**src/include/gb_config.svh**
```systemverilog
/*
 * Sizes and constants for the system-bus core.
 * IRAM width sets the echo alias of c000-fdff; HRAM holds 2**AW - 1 bytes
 * because ffff is taken by IE. DIV period must be a power of two.
 */
`ifndef GB_CONFIG_SVH
`define GB_CONFIG_SVH

// --------------------
// memories
`define GB_IRAM_AW 13 // 8 KB internal ram
`define GB_HRAM_AW 7  // 127 bytes high ram, top entry unused

// --------------------
// timer
`define GB_DIV_PERIOD 256 // clocks per DIV step

// --------------------
// boot
`define GB_FAST_BOOT_FLAG 8'h42 // seen at ff50 by the boot ROM on fast boot

`endif

```
**src/logic/gb_map_pkg.sv**
```systemverilog
/*
 * Memory map types for the CPU bus.
 * Only the regions this core serves are listed; video, audio and OAM
 * ranges fall into unmapped and read as ff.
 */
package gb_map_pkg;

	// region hit by the current cpu address
	typedef enum logic [3:0] {
		rom,      // 0000-7fff cartridge rom, boot overlay at the bottom
		cram,     // a000-bfff cartridge ram
		vram,     // 8000-9fff, not implemented here
		iram,     // c000-fdff incl. echo
		hram,     // ff80-fffe
		joy,
		timer,
		irq_en,
		irq_flag,
		boot_ctl,
		unmapped
	} region_e;

	// --------------------
	// register addresses
	localparam logic [15:0] joy_addr      = 16'hff00;
	localparam logic [15:0] timer_base    = 16'hff04; // DIV, TIMA, TMA, TAC
	localparam logic [15:0] if_addr       = 16'hff0f;
	localparam logic [15:0] boot_ctl_addr = 16'hff50;
	localparam logic [15:0] ie_addr       = 16'hffff;

endpackage

```
**src/logic/gb_periph_pkg.sv**
```systemverilog
/*
 * Peripheral types: interrupt sources and timer rate select.
 * Source index is also the priority, lowest index wins.
 */
package gb_periph_pkg;

	localparam int unsigned irq_num = 5; // width of IE and IF

	// interrupt source, bit position in IE/IF
	typedef enum logic [2:0] {
		vblank = 3'd0, // only settable by a cpu write here
		lcd    = 3'd1, // same
		timer  = 3'd2,
		serial = 3'd3, // same
		joypad = 3'd4
	} irq_src_e;

	// TAC bits 1:0
	typedef enum logic [1:0] {
		div1024 = 2'd0,
		div16   = 2'd1,
		div64   = 2'd2,
		div256  = 2'd3
	} timer_clk_e;

endpackage

```
**src/logic/gb_bus_if.sv**
```systemverilog
/*
 * Internal CPU bus, driven by the decoder only.
 * rd and wr are single-cycle strobes, there is no handshake.
 */
`timescale 1ns/1ps

interface gb_bus_if;

	logic [15:0]         addr;
	logic [7:0]          wdata;
	logic                rd;
	logic                wr;
	gb_map_pkg::region_e region; // decoded once, in the decoder

	// decoder side
	modport dec (output addr, output wdata, output rd, output wr, output region);

	// peripherals and rams, listen only
	modport per (input addr, input wdata, input rd, input wr, input region);

endinterface

```
**src/logic/gb_irq_ctrl.sv**
```systemverilog
/*
 * Interrupt enable and flag registers with priority acknowledge.
 * Vector is 40 + 8 * lowest pending enabled source, ff when none.
 * A cpu write to IF wins over an event pulse in the same cycle.
 */
`timescale 1ns/1ps

module gb_irq_ctrl (
	input  logic       clk,
	input  logic       reset,
	gb_bus_if.per      bus,
	input  logic       irq_ack,
	input  logic       timer_irq,
	input  logic       joy_irq,
	output logic       irq,
	output logic [7:0] irq_vec,
	output logic [7:0] rdata
);

	localparam int unsigned n = gb_periph_pkg::irq_num;

	logic [n-1:0] ie_q;
	logic [n-1:0] if_q;
	logic [n-1:0] pending;
	logic [2:0]   src_idx;  // highest priority pending source
	logic         src_hit;
	logic         ie_wr;
	logic         if_wr;

	assign ie_wr = bus.wr && (bus.region == gb_map_pkg::irq_en);
	assign if_wr = bus.wr && (bus.region == gb_map_pkg::irq_flag);

	assign pending = ie_q & if_q;
	assign irq     = |pending; // level, cpu samples it

	// lowest index wins, so scan downwards and keep the last hit
	always_comb begin
		src_idx = 3'd0;
		src_hit = 1'b0;
		for (int i = n - 1; i >= 0; i--) begin
			if (pending[i]) begin
				src_idx = 3'(i);
				src_hit = 1'b1;
			end
		end
	end

	assign irq_vec = src_hit ? (8'h40 + {2'b00, src_idx, 3'b000}) : 8'hff;

	always_ff @(posedge clk) begin
		if (reset) begin
			ie_q <= '0;
			if_q <= '0;
		end else begin
			// event pulses, one cycle each
			if (timer_irq)
				if_q[gb_periph_pkg::timer] <= 1'b1;
			if (joy_irq)
				if_q[gb_periph_pkg::joypad] <= 1'b1;
			if (irq_ack && src_hit)
				if_q[src_idx] <= 1'b0; // clear only the serviced one
			if (if_wr)
				if_q <= bus.wdata[n-1:0]; // last, so cpu write wins
			if (ie_wr)
				ie_q <= bus.wdata[n-1:0];
		end
	end

	// decoder only picks this up for irq_en / irq_flag
	assign rdata = (bus.region == gb_map_pkg::irq_en) ? {3'b000, ie_q} : {3'b000, if_q};

	// cpu must not acknowledge without a request
	a_ack_needs_irq: assert property (@(posedge clk) disable iff (reset) irq_ack |-> irq);

endmodule

```
**src/flat_wrapper.sv**
```systemverilog
// flat-port wrapper written by rule: the top's interface ports become plain ports
module gb_irq_ctrl_flat 
  (clk, reset, irq_ack, timer_irq, joy_irq, irq, irq_vec, rdata, bus_addr, bus_wdata, bus_rd, bus_wr, bus_region);
  gb_bus_if bus_i ();
  input  logic clk;
  input  logic reset;
  input  logic irq_ack;
  input  logic timer_irq;
  input  logic joy_irq;
  output logic irq;
  output logic [7:0] irq_vec;
  output logic [7:0] rdata;
  input wire logic [$bits(bus_i.addr)-1:0] bus_addr;
  input wire logic [$bits(bus_i.wdata)-1:0] bus_wdata;
  input wire logic [$bits(bus_i.rd)-1:0] bus_rd;
  input wire logic [$bits(bus_i.wr)-1:0] bus_wr;
  input wire logic [$bits(bus_i.region)-1:0] bus_region;
  assign bus_i.addr = bus_addr;
  assign bus_i.wdata = bus_wdata;
  assign bus_i.rd = bus_rd;
  assign bus_i.wr = bus_wr;
  assign bus_i.region = bus_region;
  gb_irq_ctrl u_core (.clk(clk), .reset(reset), .bus(bus_i), .irq_ack(irq_ack), .timer_irq(timer_irq), .joy_irq(joy_irq), .irq(irq), .irq_vec(irq_vec), .rdata(rdata));
endmodule
```
**config.mk**
```make
export PLATFORM = sky130hd
export DESIGN_NAME = gb_irq_ctrl_flat
export DESIGN_NICKNAME = d
export VERILOG_FILES = /design/src/include/gb_config.svh /design/src/logic/gb_map_pkg.sv /design/src/logic/gb_periph_pkg.sv /design/src/logic/gb_bus_if.sv /design/src/logic/gb_irq_ctrl.sv /design/src/flat_wrapper.sv
export SDC_FILE = /design/constraint.sdc
export NUM_CORES = 1
export LEC_CHECK = 0
export ABC_CLOCK_PERIOD_IN_PS = 3100
export BUFFER_PORTS_ARGS = -buffer_cell sky130_fd_sc_hd__buf_2
export CELL_PAD_IN_SITES_DETAIL_PLACEMENT = 1
export CELL_PAD_IN_SITES_GLOBAL_PLACEMENT = 2
export CORE_MARGIN = 2
export CORE_UTILIZATION = 19
export CTS_CLUSTER_SIZE = 40
export DETAILED_ROUTE_END_ITERATION = 10
export PLACE_DENSITY = 0.83
export SYNTH_ARGS = -nofsm -noshare
export SYNTH_HDL_FRONTEND = slang
export SYNTH_SLANG_ARGS = --single-unit
```
**constraint.sdc**
```tcl
create_clock -name clk -period 3.1 [get_ports clk]
set_clock_uncertainty 0.1 [all_clocks]
set_input_delay 0.465 -clock clk [delete_from_list [all_inputs] [get_ports clk]]
set_output_delay 0.465 -clock clk [all_outputs]
set_load 0.05 [all_outputs]
```
==> out/qor.csv, run 1 <==
stage;metric;value;unit
clocking;postCtsSetupBuffers;0;
route;dr.pass1.iters;5;
synth;synth_top_family_by_area;simple AND/OR/NAND/NOR gates;
synth;synthTopCellsByArea;dfxtp_1 (33%), mux2_2 (9.1%), buf_4 (8.5%), mux2i_1 (8.1%), nand2_1 (7.9%);
clocking;cts_buffers;3;
final_layout;drive_gt1_share;38.78;%
critical_path;cp_data_required_time;2530;ps
route;ant_nets;0;
critical_path;rrSetupSlack;1810;ps
route;wirelength;1676;µm
clocking;clock_latency;280;ps
power_and_ir_drop;p_per_area;400.2;nW/µm²
worst_hold_path;hold_path_class;in2reg;
placement;dpl.hpwl;1323;µm
global_route;grt_max_degree;11;
floorplan;fp.dieW;60.92;µm
route;dr_total_vias;610;
floorplan;ios;52;
global_route;grt_pass1_wl;2711;µm
synth;synth-warning-count;0;
final_layout;layout_commonest_cell;buf_2;
clocking;cts_tree;built;
clocking;cts_resized;0;
critical_path;ff2ff_path_depth;4;
power_and_ir_drop;irDropWorstVdd;95.46;µV
route;vias_per_cell;4.296;
critical_path;worstPathMaxFanout;6;
clocking;cts_max_path_buffers;2;
final_layout;area_delta_synth_final;27.03;%
floorplan;num_rows;20;
power_and_ir_drop;power.total;0.0003129;W
clocking;cts.sink_count;10;
floorplan;die_area;3711;µm²
synth;ys_seq_elements;10;
worst_hold_path;holdPathStages;3;
timing;finalSetupViolations;0;
synth;netlist_area;615.6;µm²
floorplan;start_util;20.00;%
final_layout;diodes;0;
flow_run;max-cap-violations;0;
timing;fin_setup_tns;0;ps
synth;synth_cell_types;21;
timing;period_needed;2178;ps
synth;synthMuxAreaShare;17.28;%
synth;synth.yosys.seq_area_share;32.52;%
synth;synth_xor_area_share;0;%
placement;io_buffers;27;
route;route.detailed.drc;0;
route;wl_per_cell;11.80;µm
timing;drv_slew;0;
placement;gp_congestion;0.7527;
timing;rsz0062_at_grt;no;
floorplan;die_height;60.92;µm
power_and_ir_drop;p_leak;0.3695;nW
synth;syn_avg_cell_area;8.319;µm²
global_route;grt_antenna_before_repair;0;
synth;syn_inst;74;
critical_path;crit_type;reg2out;
outcome;run_status;finished, final reports clean;
route;drt-initial-drc-count;17;
clocking;hold_buffers;0;
global_route;grt-ovfl-total;0;
global_route;track_usage;10.34;%
critical_path;cp-start-kind;flip-flop;
synth;yosys.area.top_type_share;32.52;%
clocking;htreeDepth;1;
floorplan;core_area;3078;µm²
synth;synthSimpleGateAreaFrac;26.63;%
synth;synth_top_cell_by_area;dfxtp_1;
synth;synth_compound_area_share;10.16;%
final_layout;layout_common_cells;buf_2 (27), nand2_1 (13), dfxtp_1 (10), a21oi_1 (6);
critical_path;worstPathArrival;1610;ps
timing;hold_viol;0;
clocking;root_buffer;clkbuf_4;
timing;fin_crit_sh;70.24;%
timing;max_freq;459.2;MHz
synth;yosys.area_share.adder;0;%
clocking;clk_pin_slew;70;ps
global_route;grt_pass1_vias;599;
final_layout;nNetsFinal;134;
critical_path;crit_path_end_kind;output port;
-- synth_stat cells, drive strengths merged --
cell and instances:
and2 2, buf 9, mux2 5, nand4 2, or2 1, inv 2, nand2 13, nor2 5
dfxtp 10, conb 2, nor4b 1, a22oi 2, o221ai 2, mux2i 5, and3 1, nand3 5
nand4b 1, a21oi 6
-- flip-flops by register name, indices dropped and copies added, names as in the netlist --
register and flops:
u_core.ie_q 5, u_core.if_q 5
-- worst max-delay path, cell delays in order (launching register included) --
cell     delay, ps
dfxtp_1        350
a22oi_1        330
and3_1         230
nand2_1         70
inv_1           90
buf_2          270
-- per-layer routing --
layer | up-vias | GRT usage, % | routed length, µm
met3 | 5 | 2.772 | 144
met4 | 0 | 7.453 | 49
li1 | 299 | - | -
met5 | - | 0 | 0
met2 | 29 | 18.13 | 813
met1 | 277 | 10.53 | 668
-- final timing paths --
check / from / end
setup / recovery: u_core.ie_q[0]$_SDFFE_PP0P_ / irq_vec[1]
hold / removal: bus_wdata[4] / u_core.ie_q[4]$_SDFFE_PP0P_
setup reg to reg: u_core.ie_q[0]$_SDFFE_PP0P_ / u_core.if_q[2]$_SDFF_PP0_
hold reg to reg: u_core.if_q[3]$_SDFFE_PP0P_ / u_core.if_q[3]$_SDFFE_PP0P_
-- power breakdown --
group	leakage [nW]	total [W]	internal, W	switching, W
clock	0.0210	0.000123	0.0000715	0.0000514
combinational	0.267	0.0000549	0.0000166	0.0000383
sequential	0.0813	0.000135	0.000132	0.00000342
-- layout make-up --
class | instances | area [µm²]
clock buffer | 4 | 36.28
fill | 390 | 2296
inverter | 2 | 7.507
multi-input combinational | 55 | 347.8
sequential | 10 | 200.2
tap | 44 | 55.05
timing repair buffer | 27 | 135.1
-- cell families after synthesis --
family / after synthesis
multiplexers: 10
AND/OR/NAND/NOR: 31
AO/OA/AOI/OAI: 10
buffers and inverters: 11
other: 2
flip-flops: 10
-- stage by stage --
step | hold WS (ps) | util [%] | instances | setup WS, ps | instance area (µm²)
floorplan | 353.2 | - | 76 | 181.8 | 623.1
global placement | 371.4 | 24.23 | 138 | 1209 | 745.7
detailed placement | 378.4 | 24.23 | 138 | 1200 | 745.7
CTS | 321.7 | 25.41 | 142 | 884.8 | 782.0
global route | 336.8 | 25.41 | 142 | 723.9 | 782.0
finish | 334.7 | 25.41 | 142 | 922.4 | 782.0
Note: power is estimated with default switching activity, not from simulation.
==> run 2: changes to the inputs <==
Settings changed: ABC_CLOCK_PERIOD_IN_PS 3100 to 2200, CORE_UTILIZATION 19 to 18, PLACE_DENSITY 0.83 to 0.8.
Clock period 3.1 ns to 2.2 ns, I/O delays scaled along.
==> run 2 against run 1 <==
Effect of this change: sequential power up 41%; clock-buffer cell count unchanged; critical endpoint is now irq_vec[2]; largest cell class unchanged; hold slack worse by 130 ps; final cell count up 1.4%; clock power up 37%; cell area up 2.4%; sequential share of layout area down 0.60 points; setup slack worse by 700 ps; die area up 5.2%.
==> out/qor.csv, run 2 (synthesis results as in run 1) <==
stage;metric;value;unit;change
timing;fin_setup_tns;0;ps;unchanged
global_route;grt_antenna_before_repair;0;;unchanged
timing;period_needed;1976;ps;
clocking;cts_max_path_buffers;2;;unchanged
clocking;cts.sink_count;10;;unchanged
outcome;run_status;finished, final reports clean;;
critical_path;worstPathArrival;1550;ps;-60 ps
critical_path;crit_chain;a22oi_2 -> and3_4 -> nand2_2 -> clkinvlp_4 -> buf_2;;
floorplan;start_util;18.59;%;-1.4 points
global_route;grt-ovfl-total;0;;unchanged
timing;drv_slew;0;;unchanged
floorplan;die_area;3904;µm²;+5.2%
power_and_ir_drop;p_per_area;546.7;nW/µm²;+37%
floorplan;die_height;62.48;µm;+2.6%
final_layout;diodes;0;;unchanged
timing;hold_viol;0;;unchanged
flow_run;max-cap-violations;0;;unchanged
critical_path;crit_path_max_incr_delay;370;ps;+20 ps
floorplan;num_rows;21;;+5.0%
global_route;grt_pass1_vias;618;;+3.2%
route;wl_per_cell;12.21;µm;+3.4%
critical_path;timing.rr.end;u_core.if_q[4]$_SDFF_PP0_;;
clocking;htreeDepth;1;;unchanged
floorplan;fp.dieW;62.48;µm;+2.6%
clocking;clock_latency;270;ps;about the same
critical_path;reg2reg_from;u_core.ie_q[0]$_SDFFE_PP0P_;;
critical_path;crit_buf_inv;2;;unchanged
final_layout;layout_commonest_cell;buf_2;;
final_layout;largestRegisters;u_core.ie_q: 5 flops, u_core.if_q: 5 flops;;
route;vias_per_cell;4.243;;-1.2%
timing;finalSetupViolations;0;;unchanged
clocking;cts_resized;0;;unchanged
route;drt-initial-drc-count;2;;-15
placement;dpl.hpwl;1388;µm;+4.9%
placement;post-place-cells;140;;+1.4%
power_and_ir_drop;irDropWorstVdd;169.6;µV;+78%
route;ant_nets;0;;unchanged
final_layout;area_delta_synth_final;30.08;%;
critical_path;cp_slowest_cell;dfxtp_1;;
clocking;clk_pin_slew;70;ps;about the same
final_layout;layout_common_cells;buf_2 (27), nand2_1 (12), dfxtp_1 (10), a21oi_1 (6);;
worst_hold_path;hold_path_class;in2reg;;
floorplan;ios;52;;unchanged
worst_hold_path;holdPathStages;3;;unchanged
worst_hold_path;hp-start;bus_wdata[2];;
critical_path;path_delay_family;flip-flops;;
critical_path;ff2ff_path_depth;4;;unchanged
global_route;track_usage;9.273;%;-1.1 points
placement;io_buffers;27;;unchanged
critical_path;crit_path_end_kind;output port;;
clocking;postCtsSetupBuffers;0;;unchanged
global_route;grt_max_degree;11;;unchanged
route;route.detailed.drc;0;;unchanged
floorplan;core_area;3311;µm²;+7.6%
final_layout;fin_cells;144;;+1.4%
timing;max_freq;506.2;MHz;
timing;rsz0062_at_grt;no;;
clocking;cts_buffers;3;;unchanged
critical_path;worstPathMaxFanout;6;;unchanged
final_layout;nNetsFinal;134;;unchanged
worst_hold_path;whs_endpoint;u_core.ie_q[2]$_SDFFE_PP0P_;;
route;dr_total_vias;611;;+0.16%
global_route;grt_pass1_wl;2815;µm;+3.8%
timing;fin_crit_sh;89.80;%;
power_and_ir_drop;power.total;0.0004378;W;+40%
critical_path;cp_data_required_time;1770;ps;-760 ps
final_layout;drive_gt1_share;42.86;%;+4.1 points
power_and_ir_drop;p_leak;0.3719;nW;+0.66%
placement;gp_congestion;0.7571;;+0.58%
clocking;cts_tree;built;;
critical_path;crit_type;reg2out;;
critical_path;rrSetupSlack;960;ps;-850 ps
clocking;root_buffer;clkbuf_4;;
clocking;hold_buffers;0;;unchanged
critical_path;cp-start-kind;flip-flop;;
route;wirelength;1758;µm;+4.9%
route;dr.pass1.iters;4;;-1
[run 2: cell type report]
cell class | instances | area (µm²)
clock buffers | 4 | 36.28
fillers | 431 | 2510
inverters | 2 | 11.26
multi-input cells | 55 | 360.3
flip-flops and latches | 10 | 200.2
well taps | 46 | 57.56
repair buffers | 27 | 135.1
[run 2: how the worst max path moves through the flow]
stage | end | slack, ps | start | depth (start not counted)
after floorplan | irq_vec[1] | 50 | u_core.ie_q[0]$_SDFFE_PP0P_ | 5
after global placement | irq_vec[7] | 450 | u_core.ie_q[0]$_SDFFE_PP0P_ | 5
after detailed placement | irq_vec[2] | 400 | u_core.ie_q[0]$_SDFFE_PP0P_ | 5
after CTS | irq_vec[2] | 100 | u_core.ie_q[0]$_SDFFE_PP0P_ | 5
after global routing | irq_vec[1] | 100 | u_core.ie_q[0]$_SDFFE_PP0P_ | 5
final | irq_vec[2] | 220 | u_core.ie_q[0]$_SDFFE_PP0P_ | 5
[run 2: metal layers]
| metal | GRT usage [%] | wire (µm) | share of wire (%) |
|---|---|---|---|
| met5 | 0 | 0 | 0 |
| met4 | 4.167 | 23 | 1.3 |
| met3 | 3.243 | 116 | 6.6 |
| met2 | 16.67 | 910 | 52 |
| met1 | 9.660 | 707 | 40 |
[run 2: through the flow]
stage | util [%] | worst slack [ps] | hold WS, ps | area, µm²
after floorplan | - | 47.51 | 353.2 | 634.4
after global placement | 22.94 | 451.6 | 369.6 | 759.5
after detailed placement | 22.94 | 401.7 | 377.3 | 759.5
after CTS | 24.04 | 99.49 | 210.2 | 795.8
after global routing | 24.19 | 104.8 | 214.5 | 800.8
final | 24.19 | 224.4 | 208.2 | 800.8
[run 2: where the power goes]
group          internal, W  switching, W
Sequential        0.000186    0.00000474
Clock             0.000101     0.0000683
Combinational    0.0000236     0.0000550
[run 2: worst min-delay path: stages]
cell	delay, ps
buf_2	90
mux2i_1	60
nor2_1	70
==> run 3: changes to the inputs <==
Settings changed: ABC_CLOCK_PERIOD_IN_PS 2200 to 1700, CORE_UTILIZATION 18 to 16, MAX_ROUTING_LAYER set to met4, PLACE_DENSITY 0.8 to 0.75.
Clock period 2.2 ns to 1.7 ns, I/O delays scaled along.
==> run 3 against run 2 <==
Effect of this change: the flow now finishes with violations (negative setup slack); sequential cell count did not move; sequential share of layout area down 1.7 points; wire length grew 7.3%; final cell count is 2.1% higher; combinational power rose by 34%; first-iteration DRC count rose to 6.0 times the previous value; critical path type unchanged; hold slack lost 48 ps; power is 38% higher; global-route usage up 0.65 points; critical path depth did not move.
==> out/qor.csv, run 3 (synthesis results as in run 1) <==
stage;metric;value;unit;change
floorplan;core_area;3689;µm²;+11%
power_and_ir_drop;p_per_area;677.3;nW/µm²;+24%
placement;place_ws;167.7;ps;-233.9 ps
clocking;root_buffer;clkbuf_8;;
critical_path;cp-startpoint;u_core.ie_q[0]$_SDFFE_PP0P_;;
critical_path;cp_slowest_cell;dfxtp_4;;
clocking;cts.sink_count;10;;unchanged
timing;drv_slew;0;;unchanged
clocking;cts_max_path_buffers;2;;unchanged
critical_path;cp-start-kind;flip-flop;;
power_and_ir_drop;swShare;29.01;%;-0.24 points
timing;fin_crit_sh;102.7;%;
timing;hold_viol;0;;unchanged
power_and_ir_drop;p_int;0.0004290;W;+38%
final_layout;area_delta_synth_final;44.92;%;
timing;period_needed;1745;ps;
route;ant_nets;0;;unchanged
route;route.detailed.drc;0;;unchanged
final_layout;largestRegisters;u_core.ie_q: 5 flops, u_core.if_q: 5 flops;;
clocking;clock_latency;240;ps;-30 ps
global_route;grt_max_degree;11;;unchanged
clocking;htreeDepth;1;;unchanged
global_route;track_usage;9.923;%;+0.65 points
flow_run;max-cap-violations;0;;unchanged
clocking;clk_pin_slew;50;ps;-20 ps
floorplan;start_util;16.69;%;-1.9 points
route;wl_met3;120;µm;+3.4%
floorplan;num_rows;22;;+4.8%
placement;io_buffers;27;;unchanged
global_route;grt_pass1_vias;638;;+3.2%
timing;layout_setup_ws;-45.25;ps;-269.6 ps
final_layout;nNetsFinal;136;;+1.5%
global_route;grt-ovfl-total;0;;unchanged
route;dr.pass1.iters;3;;-1
final_layout;diodes;0;;unchanged
critical_path;crit_type;reg2out;;
floorplan;ios;52;;unchanged
clocking;hold_buffers;0;;unchanged
route;wl_per_cell;12.83;µm;+5.1%
critical_path;rrSetupSlack;470;ps;-490 ps
final_layout;stdcell_area;892.1;µm²;+11%
floorplan;die_height;66.03;µm;+5.7%
placement;gp_congestion;0.7437;;-1.8%
critical_path;cp_data_required_time;1340;ps;-430 ps
clocking;cts_buffers;3;;unchanged
power_and_ir_drop;power.total;0.0006042;W;+38%
critical_path;worstPathArrival;1390;ps;-160 ps
timing;rsz0062_at_grt;yes;;
route;top_layer;met4;;
route;wirelength;1886;µm;+7.3%
critical_path;crit_buf_inv;2;;unchanged
worst_hold_path;hold_path_class;in2reg;;
timing;max_freq;573.0;MHz;
global_route;grt_pass1_wl;3049;µm;+8.3%
final_layout;layout_common_cells;buf_2 (21), nand2_1 (11), a21oi_1 (6), dfxtp_1 (6);;
critical_path;timing.rr.end;u_core.if_q[4]$_SDFF_PP0_;;
route;wl_met2;888;µm;-2.4%
power_and_ir_drop;p_sw;0.0001753;W;+37%
route;vias_per_cell;4.184;;-1.4%
power_and_ir_drop;p_comb_share;17.5;%;-0.5 points
critical_path;critical_path_depth;5;;unchanged
placement;placed_cell_area;790.8;µm²;+4.1%
power_and_ir_drop;clock_power_share;41.8;%;+3.2 points
final_layout;nFillCells;463;;+7.4%
timing;finalSetupViolations;4;;+4
clocking;cts_tree;built;;
final_layout;layout_commonest_cell;buf_2;;
power_and_ir_drop;seqPwrFrac;40.8;%;-2.7 points
route;drt-initial-drc-count;12;;+10
route;dr_total_vias;615;;+0.65%
critical_path;path_delay_family;flip-flops;;
global_route;grt_antenna_before_repair;0;;unchanged
floorplan;die_area;4359;µm²;+12%
critical_path;worstPathMaxFanout;4;;-2
power_and_ir_drop;p_leak;0.4129;nW;+11%
route;m1WireLength;824;µm;+17%
final_layout;utilization;24.19;%;about the same
critical_path;ff2ff_path_depth;5;;+1
final_layout;drive_gt1_share;48.48;%;+5.6 points
floorplan;fp.dieW;66.03;µm;+5.7%
critical_path;setup.worst_path.end;irq_vec[7];;
critical_path;crit_path_end_kind;output port;;
power_and_ir_drop;irDropWorstVdd;170.8;µV;+0.71%
placement;dpl.hpwl;1464;µm;+5.5%
critical_path;reg2reg_from;u_core.ie_q[0]$_SDFFE_PP0P_;;
outcome;violations;negative setup slack;;
critical_path;crit_chain;a22oi_2 -> and3_4 -> nand2_8 -> clkinvlp_4 -> buf_8;;
outcome;run_status;finished, violations left;;
critical_path;crit_path_max_incr_delay;340;ps;-30 ps
[run 3: cell types whose count changed in the layout (fill, tap and decap cells not counted)]
cell      delta
buf_8        +4
buf_2        -6
buf_4        +3
nand2_1      -1
clkbuf_8     +2
dfxtp_2      +3
dfxtp_1      -4
clkbuf_4     -2
dfxtp_4      +1
nand2_8      +1
[run 3: worst min path at each step]
| stage | startpoint | cells past startpoint | end | slack (ps) |
|---|---|---|---|---|
| 6_report | bus_wdata[0] | 3 | u_core.ie_q[0]$_SDFFE_PP0P_ | 160 |
| 2_1_floorplan | bus_wdata[0] | 2 | u_core.if_q[0]$_SDFFE_PP0P_ | 280 |
| 4_1_cts | bus_wdata[0] | 3 | u_core.if_q[0]$_SDFFE_PP0P_ | 160 |
| 5_1_grt | bus_wdata[0] | 3 | u_core.if_q[0]$_SDFFE_PP0P_ | 180 |
| 3_5_place_dp | u_core.if_q[3]$_SDFFE_PP0P_ | 2 | u_core.if_q[3]$_SDFFE_PP0P_ | 410 |
| 3_3_place_gp | u_core.if_q[3]$_SDFFE_PP0P_ | 2 | u_core.if_q[3]$_SDFFE_PP0P_ | 370 |
[run 3: layer usage]
metal  vias to the layer above  global-route usage [%]
met5                         -                       -
met4                         0                   6.122
met3                         5                   2.555
met2                        23                   16.04
met1                       289                   10.93
li1                        298                       -
[run 3: power by group through the flow]
| stage | Sequential (W) | Combinational (W) | Clock [W] |
|---|---|---|---|
| floorplan | 0.000250 | 0.0000800 | 0 |
| global placement | 0.000252 | 0.000102 | 0 |
| detailed placement | 0.000252 | 0.000103 | 0 |
| CTS | 0.000247 | 0.000105 | 0.000263 |
| global route | 0.000247 | 0.000113 | 0.000268 |
| finish | 0.000246 | 0.000105 | 0.000252 |
[run 3: cell type report]
class                   instances  area (µm²)  area share [%]
multi-input cells              55       376.6           42.22
well taps                      48       60.06           6.732
flip-flops and latches         10       207.7           23.28
clock buffers                   3       41.29           4.628
inverters                       2       11.26           1.262
repair buffers                 29       195.2           21.88
[run 3: metrics by stage]
step	setup TNS [ps]	instances	hold slack [ps]
6_report	-178.1	147	160.2
5_1_grt	-401.7	147	175.6
4_1_cts	-209.7	146	163.8
3_5_place_dp	0	143	409.1
3_3_place_gp	0	143	371.0
2_1_floorplan	-375.8	76	283.5
[run 3: what timing repair did]
item                                    CTS  global route
endpoints found under the setup margin    4             8
gates resized for setup                   8            11
pin swaps                                 1             3
setup buffers                             0             1
[run 3: worst reg2reg max path, delay by kind of cell (launching register included)]
family / cells / cell delay, ps
AO/OA/AOI/OAI: 3 / 460
flip-flops: 1 / 340
buffers and inverters: 1 / 150
AND/OR/NAND/NOR: 1 / 60
